$ cat config.mk
export PLATFORM = sky130hd
export DESIGN_NAME = video_out
export DESIGN_NICKNAME = d
export VERILOG_FILES = /design/src/colmix_pkg.sv /design/src/video_out.sv
export SDC_FILE = /design/constraint.sdc
export NUM_CORES = 1
export LEC_CHECK = 0
export ABC_AREA = 0
export BUFFER_PORTS_ARGS = -buffer_cell sky130_fd_sc_hd__buf_2
export CORE_MARGIN = 2
export CORE_UTILIZATION = 46
export DETAILED_ROUTE_END_ITERATION = 16
export PLACE_DENSITY = 0.74
export SYNTH_ARGS = -nofsm -noshare
export SYNTH_HDL_FRONTEND = slang
export SYNTH_SLANG_ARGS = --single-unit
$ cat constraint.sdc
create_clock -name clk -period 2.52 [get_ports clk]
set_clock_uncertainty 0.15 [all_clocks]
set_input_delay 0.126 -clock clk [delete_from_list [all_inputs] [get_ports clk]]
set_output_delay 0.126 -clock clk [all_outputs]
set_load 0.005 [all_outputs]
$ cat src/colmix_pkg.sv
package colmix_pkg;

    // one layer pixel, palette index within a layer
    localparam int pxl_w = 8;
    // palette and priority PROM address width
    localparam int pal_aw = 10;
    // entries in each palette bank and in the PROM
    localparam int pal_depth = 1 << pal_aw;
    // cpu data bus width
    localparam int cpu_dw = 16;
    // one colour component
    localparam int col_w = 8;
    // pixel steps from the priority address to colour out
    localparam int blank_dly = 2;

    // layer pixels as the tile and sprite engines hand them over
    // ba0 sits in the top byte
    typedef struct packed {
        logic [pxl_w-1:0] ba0;
        logic [pxl_w-1:0] obj;
        logic [pxl_w-1:0] ba1;
        logic [pxl_w-1:0] ba2;
    } layer_pxls_t;

    // priority PROM word, also the palette bank number
    typedef enum logic [1:0] {
        sel_ba0 = 2'd0,
        sel_obj = 2'd1,
        sel_ba1 = 2'd2,
        sel_ba2 = 2'd3
    } layer_sel_t;

    typedef struct packed {
        logic [col_w-1:0] red;
        logic [col_w-1:0] green;
        logic [col_w-1:0] blue;
    } rgb_t;

    // both low while blanking
    typedef struct packed {
        logic hb;
        logic vb;
    } blank_t;

    // cpu side of the palette, strobes active as named
    typedef struct packed {
        logic [pal_aw-1:0] addr;
        logic [cpu_dw-1:0] dout;
        logic [1:0]        dsn;
        logic [1:0]        pal_cs;
    } cpu_bus_t;

endpackage
$ cat src/video_out.sv
`timescale 1ns/1ps

module video_out (
    input  logic                    clk,
    input  logic                    rst_n,
    input  logic                    pxl_cen,
    input  logic [15:0]             gr,
    input  logic [7:0]              b,
    input  colmix_pkg::blank_t      blank_in,
    output colmix_pkg::rgb_t        rgb,
    output colmix_pkg::blank_t      blank_out
);

    colmix_pkg::rgb_t   rgb_in;
    colmix_pkg::rgb_t   rgb_line   [colmix_pkg::blank_dly];
    colmix_pkg::blank_t blank_line [colmix_pkg::blank_dly];

    // red in the low byte, green in the high byte
    assign rgb_in = '{
        red:   gr[7:0],
        green: gr[15:8],
        blue:  b
    };

    // colour and blanks share the same depth
    always_ff @(posedge clk) begin
        if (!rst_n) begin
            for (int i = 0; i < colmix_pkg::blank_dly; i++) begin
                rgb_line[i]   <= '0;
                blank_line[i] <= '0;
            end
        end else if (pxl_cen) begin
            rgb_line[0]   <= rgb_in;
            blank_line[0] <= blank_in;
            for (int i = 1; i < colmix_pkg::blank_dly; i++) begin
                rgb_line[i]   <= rgb_line[i-1];
                blank_line[i] <= blank_line[i-1];
            end
        end
    end

    // last stage drives the screen
    assign rgb       = rgb_line[colmix_pkg::blank_dly-1];
    assign blank_out = blank_line[colmix_pkg::blank_dly-1];

endmodule

==> results of run 1 <==
## stage by stage
step                      hold WS (ns)  cell area [µm²]  power (mW)  util (%)  setup slack [ns]
after CTS                     0.000243             2470        1.63      53.0             0.796
after floorplan                  0.219             2200        1.14         -             0.630
after global routing           0.00384             2490        1.68      53.4             0.704
after global placement           0.310             2310        1.16      49.5             0.576
final                          0.00792             2490        1.61      53.4             0.818
after detailed placement         0.314             2310        1.17      49.5             0.466
## worst min-delay path by stage
stage                                endpoint  depth (start not counted)
2_1_floorplan  blank_line[0][0]$_SDFFCE_PN0P_                          1
3_5_place_dp   blank_line[0][0]$_SDFFCE_PN0P_                          2
5_1_grt         rgb_line[0][18]$_SDFFCE_PN0P_                          2
6_report        rgb_line[0][23]$_SDFFCE_PN0P_                          2
3_3_place_gp   blank_line[0][1]$_SDFFCE_PN0P_                          2
4_1_cts          rgb_line[0][8]$_SDFFCE_PN0P_                          2
## report_power, final
group / internal (mW) / switching, mW
Sequential: 1.02 / 0.0141
Combinational: 0.0664 / 0.0602
Clock: 0.193 / 0.261
## kinds of logic after synthesis
group | after synthesis | synth area share (%)
DFF | 52 | 70.8
buffers and inverters | 36 | 11.1
and+or+nand+nor | 53 | 18.0
## registers in the layout, indices dropped and copies added, names as in the netlist
signal and flops:
rgb_line 48, blank_line 4
## layer usage
layer / track usage (%) / share of wire (%) / up-vias
met1: 14.1 / 39 / 537
met5: 0 / 0 / -
li1: - / - / 563
met2: 23.8 / 53 / 34
met3: 4.01 / 5.5 / 8
met4: 8.64 / 2.7 / 0
## cells in the mapped netlist
| cell type | count | area share, % |
|---|---|---|
| and3_2 | 52 | 18 |
| buf_2 | 5 | 1.1 |
| buf_4 | 26 | 8.9 |
| clkbuf_2 | 5 | 1.1 |
| edfxtp_1 | 52 | 71 |
| or2b_1 | 1 | 0.34 |
## cell type report
| type | count | area share, % |
|---|---|---|
| clock buffers | 6 | 2.91 |
| flip-flops and latches | 52 | 62.7 |
| well taps | 54 | 2.71 |
| repair buffers | 65 | 15.2 |
| multi-input cells | 53 | 16.0 |
| clock inverters | 2 | 0.452 |
## timing repair
item	CTS	global route
buffers inserted	0	0
hold endpoints to repair	8	2
hold buffers	8	2
==> run metrics, run 1 <==
outcome=finished clean; GRT overflow=0; most frequent cells in the layout=buf_2 (54), and3_2 (52), edfxtp_1 (52), dlygate4sd3_1 (10), clkbuf_8 (5); final setup vio count=0; RSZ-0062 raised after global routing=false; count of cell types in the netlist=6; Filler cells=just under 400; global-route wire length before repair=5.27 mm; Final TNS setup=0 ns; ANT nets after route=0; number of global-route vias before repair=about 1,200; Root Buffer Master=clkbuf_8; multi-input logic area=~400 µm²; # rows=25; Cell Area, Synth=around 2200 µm²; max cap viols=0; CTS tree=yes; Worst Setup Start Kind=input pin; PostCTS Resize Cnt=0; die area=between 5000 and 6000 µm²; Cells after Synth=~140; Detailed Place HPWL=approximately 2 mm; Layout area overhead=12.9%; Arrival @ worst endpoint=~1.5 ns; Syn Area/Cell=between 15 and 20 µm²; worst reg2reg setup slack=around 1.5 ns; total CTS buffers=5; part of the cycle the worst path needs=around two thirds; final hold violations=0; DRC errors left=0; crit path max fanout=53; Synth Register Bits=52; gr usage total=between 10 and 15%; Lkg Pwr=1.16 nW; Clock Latency Late Sink=0.31 ns; initial core utilization=a little under half; Crit Path Class=input pin to register; fraction of the yosys area taken by sequential cells=70.8%; via density per instance=between 4 and 5; worst r2r path cells=1; cell total after placement=between 200 and 250; Clock Sink Count=52; pin count of the biggest net entering global routing=54; Mapped Nets=between 150 and 200; worst r2r src=rgb_line[0][0]$_SDFFCE_PN0P_; nets=around 200; Crit path largest cell delay=between 1 and 1.5 ns; average wire per standard cell=14.6 µm; final count of pins violating max slew=0; IO Port Bufs=54; Max stage delay cell, worst path=or2b_2; die height=roughly 73 µm; synth warn=0; post-route insts no fill=232; worst hold start=gr[7]; Clock transition at path regs=approximately 0.09 ns; crit-path cells=buf_2 -> or2b_2; commonest non-fill, non-tap cell in the layout=buf_2; WP depth=2; Ports=55; Die Wd=between 70 and 80 µm; Power Dens Cells=about 650 nW/µm²; GP Congestion=0.621; Worst Setup EP=rgb_line[0][33]$_SDFFCE_PN0P_; Reg area=1560 µm²; CTS H-Tree Depth=2; CTS Buffer Depth=2; CP Launch Point=rst_n; ANT cells=0; Worst Hold Class=input pin to register; drt first pass iters=4; fmax=about 0.6 GHz; crit end category=register; layout cell share with drive strength beyond 1=around 64%; kind of cell adding the most delay to the critical path=simple AND/OR/NAND/NOR gates; r2r endpoint=rgb_line[0][24]$_SDFFCE_PN0P_; WP data required=roughly 2.3 ns; Max IR drop VDD=between 0.3 and 0.4 mV; worst slew pin tran=between 1 and 1.5 ns; initial antenna violation count=0; final wirelength=~3.4 mm; Rel. slew slack=between 20% and 30%; via count=~1,100; Buf/Inv on CP=1; crit path time final=between 1.5 and 2 ns; Iteration-0 DRC Markers=between 60 and 70; CORE AREA=roughly 4700 µm²
No activity file was read; power rests on OpenSTA's default activity.
==> inputs of run 2 (changes only) <==
==> constraint.sdc (replaced) <==
create_clock -name clk -period 1.6 [get_ports clk]
set_clock_uncertainty 0.15 [all_clocks]
set_input_delay 0.08 -clock clk [delete_from_list [all_inputs] [get_ports clk]]
set_output_delay 0.08 -clock clk [all_outputs]
set_load 0.005 [all_outputs]
==> run metrics, run 2 (synthesis results as in run 1) <==
layout cell share with drive strength beyond 1=59.7% (-4.4 points); fmax=just over 0.9 GHz; commonest non-fill, non-tap cell in the layout=buf_2; global-route wire length before repair=5.46 mm (+3.7%); gr usage total=14.0% (+0.39 points); Worst Hold Class=input pin to register; GP Congestion=0.649 (+4.5%); Arrival @ worst endpoint=0.86 ns (-0.62 ns); CTS H-Tree Depth=2 (unchanged); final setup vio count=0 (unchanged); nets=224 (+8.7%); CORE AREA=4660 µm² (unchanged); grt met3 use=3.18% (-0.83 points); die height=73.2 µm (unchanged); total CTS buffers=5 (unchanged); crit path max fanout=52 (-1.9%); die area=5360 µm² (unchanged); Ports=55 (unchanged); final hold violations=0 (unchanged); CTS Hold Bufs=26 (+18); initial antenna violation count=0 (unchanged); Max IR drop VDD=0.513 mV (+59%); final count of pins violating max slew=0 (unchanged); via density per instance=4.91 (-0.21%); max cap viols=0 (unchanged); Clock Sink Count=52 (unchanged); DRC errors left=0 (unchanged); Power Dens Cells=1010 nW/µm² (+56%); PostCTS Resize Cnt=0 (unchanged); DP Area=2320 µm² (+0.65%); RSZ-0062 raised after global routing=false; outcome=finished clean; ANT nets after route=0 (unchanged); Die Wd=73.2 µm (unchanged); crit end category=register; Top Registers=rgb_line: 48 flops, blank_line: 4 flops; Final WS setup=0.519 ns (-0.299 ns); GRT overflow=0 (unchanged); crit path time final=1.08 ns; Clock transition at path regs=0.09 ns (about the same); grt met2 use=25.3% (+1.5 points); post-layout instance area=2690 µm² (+8.0%); Layout area overhead=22.0%; Lkg Pwr=1.26 nW (+7.9%); pin count of the biggest net entering global routing=53 (-1.9%); Crit Path Class=input pin to register; via count=1,228 (+7.5%); initial core utilization=47.3% (unchanged); Rel. slew slack=57.0% (+32 points); most frequent cells in the layout=buf_2 (54), and3_2 (52), edfxtp_1 (52), dlygate4sd3_1 (26), clkbuf_8 (5); WP data required=1.38 ns (-0.92 ns); ANT cells=0 (unchanged); M1 GR Usage=15.3% (+1.2 points); # rows=25 (unchanged); Post-CTS Repair Setup Buffers=0 (unchanged); max FFs per register=48 (unchanged); Final TNS setup=0 ns (unchanged); most flop-heavy register=rgb_line; global route hottest layer=met2; Worst Setup Start Kind=input pin; worst slew pin tran=0.645 ns (-0.479 ns); part of the cycle the worst path needs=67.6%; average wire per standard cell=14.3 µm (-2.2%); Clock Latency Late Sink=0.30 ns (about the same); CTS Buffer Depth=2 (unchanged); drt first pass iters=3 (-1); number of global-route vias before repair=1,200 (unchanged); CTS tree=yes; dpl ws=0.209 ns (-0.257 ns); Root Buffer Master=clkbuf_8; Detailed Place HPWL=2.04 mm (+4.0%); IO Port Bufs=54 (unchanged); Iteration-0 DRC Markers=67 (+9.8%); final wirelength=3.57 mm (+5.4%)
run 2: final cells by class:
class | instances | area [µm²]
Clock inverter | 2 | 35.0
Tap cell | 54 | 67.6
Sequential cell | 52 | 1560
Fill cell | 363 | 1970
Multi-Input combinational cell | 53 | 399
Clock buffer | 6 | 72.6
Timing Repair Buffer | 83 | 553
run 2: final timing paths:
| kind | from | to | slack [ns] | cells after the start |
|---|---|---|---|---|
| max | rst_n | rgb_line[0][0]$_SDFFCE_PN0P_ | 0.52 | 3 |
| min | pxl_cen | rgb_line[0][13]$_SDFFCE_PN0P_ | 0.36 | 3 |
| max reg2reg | rgb_line[0][6]$_SDFFCE_PN0P_ | rgb_line[0][30]$_SDFFCE_PN0P_ | 0.61 | 1 |
| min reg2reg | blank_line[0][0]$_SDFFCE_PN0P_ | blank_line[0][2]$_SDFFCE_PN0P_ | 0.43 | 1 |
run 2: where the power goes:
part	switching, mW	total, mW	internal [mW]
Clock	0.396	0.860	0.464
Sequential	0.0223	1.63	1.60
Combinational	0.103	0.236	0.133
run 2: per-layer routing:
layer  routed length (µm)  vias up
met1                 1420      596
met3                  135        5
li1                     -      598
met2                 1960       29
met5                    0        -
met4                   59        0
run 2: worst max-delay path, cell delays in order:
cell	delay (ns)
buf_2	0.10
or2b_2	0.14
buf_4	0.51
run 2: stage by stage:
stage / power (mW) / util (%) / instances / hold slack [ns]
global placement: 1.83 / 49.8 / 216 / 0.266
detailed placement: 1.85 / 49.8 / 216 / 0.268
global route: 2.83 / 57.7 / 250 / 0.381
finish: 2.72 / 57.7 / 250 / 0.360
floorplan: 1.80 / - / 141 / 0.173
CTS: 2.74 / 57.7 / 250 / 0.360
==> inputs of run 3 (changes only) <==
--- a/config.mk
+++ b/config.mk
@@ -5,12 +5,12 @@
 export SDC_FILE = /design/constraint.sdc
 export NUM_CORES = 1
 export LEC_CHECK = 0
-export ABC_AREA = 0
+export ABC_AREA = 1
 export BUFFER_PORTS_ARGS = -buffer_cell sky130_fd_sc_hd__buf_2
 export CORE_MARGIN = 2
 export CORE_UTILIZATION = 46
 export DETAILED_ROUTE_END_ITERATION = 16
-export PLACE_DENSITY = 0.74
+export PLACE_DENSITY = 0.76
 export SYNTH_ARGS = -nofsm -noshare
 export SYNTH_HDL_FRONTEND = slang
 export SYNTH_SLANG_ARGS = --single-unit
==> constraint.sdc (replaced) <==
create_clock -name clk -period 0.9 [get_ports clk]
set_clock_uncertainty 0.15 [all_clocks]
set_input_delay 0.045 -clock clk [delete_from_list [all_inputs] [get_ports clk]]
set_output_delay 0.045 -clock clk [all_outputs]
set_load 0.005 [all_outputs]
==> run metrics, run 3 <==
Worst Hold Class=input pin to register; Worst Setup Start Kind=register; Layout area overhead=25.3%; Crit Path Class=register to output pin; fmax=0.977 GHz; Power Dens Cells=1750 nW/µm² (+73%); worst slew pin tran=0.152 ns (-0.493 ns); final count of pins violating max slew=0 (unchanged); Synth Register Bits=52 (unchanged); Detailed Place HPWL=1.83 mm (-10%); Buf/Inv on CP=1 (-1); Cell Area, Synth=2220 µm² (+0.57%); outcome=finished, violations left; DRC errors left=0 (unchanged); average wire per standard cell=10.3 µm (-28%); fraction of the yosys area taken by sequential cells=70.4% (-0.40 points); post-route insts no fill=305 (+22%); fraction of registers with async set/reset=0% (unchanged); Lkg Pwr=1.38 nW (+9.4%); Cells after Synth=190 (+35%); initial core utilization=47.3% (-0.049 points); drt first pass iters=4 (+1); via density per instance=4.20 (-14%); CORE AREA=4690 µm² (+0.67%); Post-synth EDFFs=52 (unchanged); GRT overflow=0 (unchanged); die area=5390 µm² (+0.53%); global-route wire length before repair=4.97 mm (-9.1%); CTS Buffer Depth=2 (unchanged); ANT nets after route=0 (unchanged); max FFs per register=48 (unchanged); gr usage total=12.7% (-1.3 points); top-count cell post-synth=inv_1; Arrival @ worst endpoint=0.83 ns (-0.03 ns); final setup vio count=28 (+28); IO Port Bufs=54 (unchanged); failing checks=setup timing; commonest non-fill, non-tap cell in the layout=buf_2; Ports=55 (unchanged); crit end category=output pin; Synth Flop Type=edfxtp_1; Synth top area share=70.4% (-0.40 points); Crit path largest cell delay=0.39 ns (-0.12 ns); Clock Latency Late Sink=0.29 ns (about the same); DP Area=2400 µm² (+3.4%); nets=279 (+25%); cell total after placement=271 (+25%); Iteration-0 DRC Markers=69 (+3.0%); leading area contributor after synthesis=edfxtp_1; Root Buffer Master=clkbuf_8; CTS tree=yes; count of cell types in the netlist=7 (+1); ANT cells=0 (unchanged); # rows=25 (unchanged); kind of cell adding the most delay to the critical path=flip-flops; Syn Area/Cell=11.7 µm² (-25%); RSZ-0062 raised after global routing=true; most frequent cells in the layout=buf_2 (54), edfxtp_1 (52), inv_1 (51), nor2_1 (51), dlygate4sd3_1 (23); Clock transition at path regs=0.09 ns (about the same); top cells by area, synth=edfxtp_1 (70%), inv_1 (9.0%), buf_4 (8.8%); CTS H-Tree Depth=2 (unchanged); via count=1,281 (+4.3%); final wirelength=3.16 mm (-12%); crit path time final=just over 1 ns; initial antenna violation count=0 (unchanged); most flop-heavy register=rgb_line; Top Registers=rgb_line: 48 flops, blank_line: 4 flops; dpl ws=-0.0779 ns (-0.287 ns); Post-CTS Repair Setup Buffers=0 (unchanged); number of global-route vias before repair=1,216 (+1.3%); Mapped Nets=219 (+29%); crit path max fanout=1 (-98%); final hold violations=0 (unchanged); WP data required=0.70 ns (-0.68 ns); post-layout instance area=2780 µm² (+3.3%); synth warn=0 (unchanged); worst r2r path cells=2 (+1); pin count of the biggest net entering global routing=27 (-49%); part of the cycle the worst path needs=114%; WP depth=1 (-2); total CTS buffers=5 (unchanged); Rel. slew slack=89.8% (+33 points); Max IR drop VDD=0.779 mV (+52%); worst reg2reg setup slack=0 ns (-0.61 ns); Clock Sink Count=52 (unchanged); max cap viols=0 (unchanged); die height=73.4 µm (+0.27%); Die Wd=73.4 µm (+0.27%); crit-path cells=buf_2; Final WS setup=-0.123 ns (-0.642 ns); Max stage delay cell, worst path=edfxtp_1; synth cell count leaders=inv_1 (53), edfxtp_1 (52), nor2_1 (52); layout cell share with drive strength beyond 1=27.9% (-32 points); GP Congestion=0.709 (+9.3%); WHS Path Cells=4 (+1)
## run 3: cell type report
cell class,instances,area [µm²]
Clock buffer,6,72.6
Clock inverter,2,35.0
Fill cell,365,1910
Inverter,53,199
Multi-Input combinational cell,54,224
Sequential cell,52,1560
Tap cell,54,67.6
Timing Repair Buffer,84,618
## run 3: final timing paths
path                                      start                             to
setup / recovery  rgb_line[0][47]$_SDFFCE_PN0P_                        rgb[23]
hold / removal                            gr[3]  rgb_line[0][19]$_SDFFCE_PN0P_
setup reg to reg   rgb_line[0][8]$_SDFFCE_PN0P_  rgb_line[0][32]$_SDFFCE_PN0P_
hold reg to reg    rgb_line[0][0]$_SDFFCE_PN0P_  rgb_line[0][24]$_SDFFCE_PN0P_
## run 3: timing repair
action | CTS | global route
gates resized for setup | 0 | 6
hold buffers | 26 | 0
pin swaps | 0 | 3
setup endpoints to repair | 26 | 35
endpoints found under the hold margin | 26 | 0
## run 3: per-layer routing
metal	part of all wire, %	global-route usage, %	wire (µm)
met1	35	12.4	1110
met2	54	21.9	1690
met3	6.8	4.94	216
met4	4.5	8.89	143
met5	0	0	0
## run 3: per-stage QoR
stage | hold WS [ns] | total power [mW] | TNS [ns] | util, %
5_1_grt | 0.140 | 5.08 | -3.31 | 59.2
2_1_floorplan | 0.103 | 3.21 | 0 | -
3_3_place_gp | 0.189 | 3.29 | -3.85 | 51.1
3_5_place_dp | 0.195 | 3.31 | -5.37 | 51.1
4_1_cts | 0.128 | 4.91 | -2.59 | 59.0
6_report | 0.122 | 4.86 | -2.17 | 59.2
## run 3: power by group
group / internal (mW) / switching, mW
clock network: 0.825 / 0.696
registers: 2.84 / 0.0382
logic: 0.243 / 0.214
## run 3: logic make-up after synthesis
kind of cell	synth area share, %
buf+inv	20.3
flops	70.4
simple gates	9.26
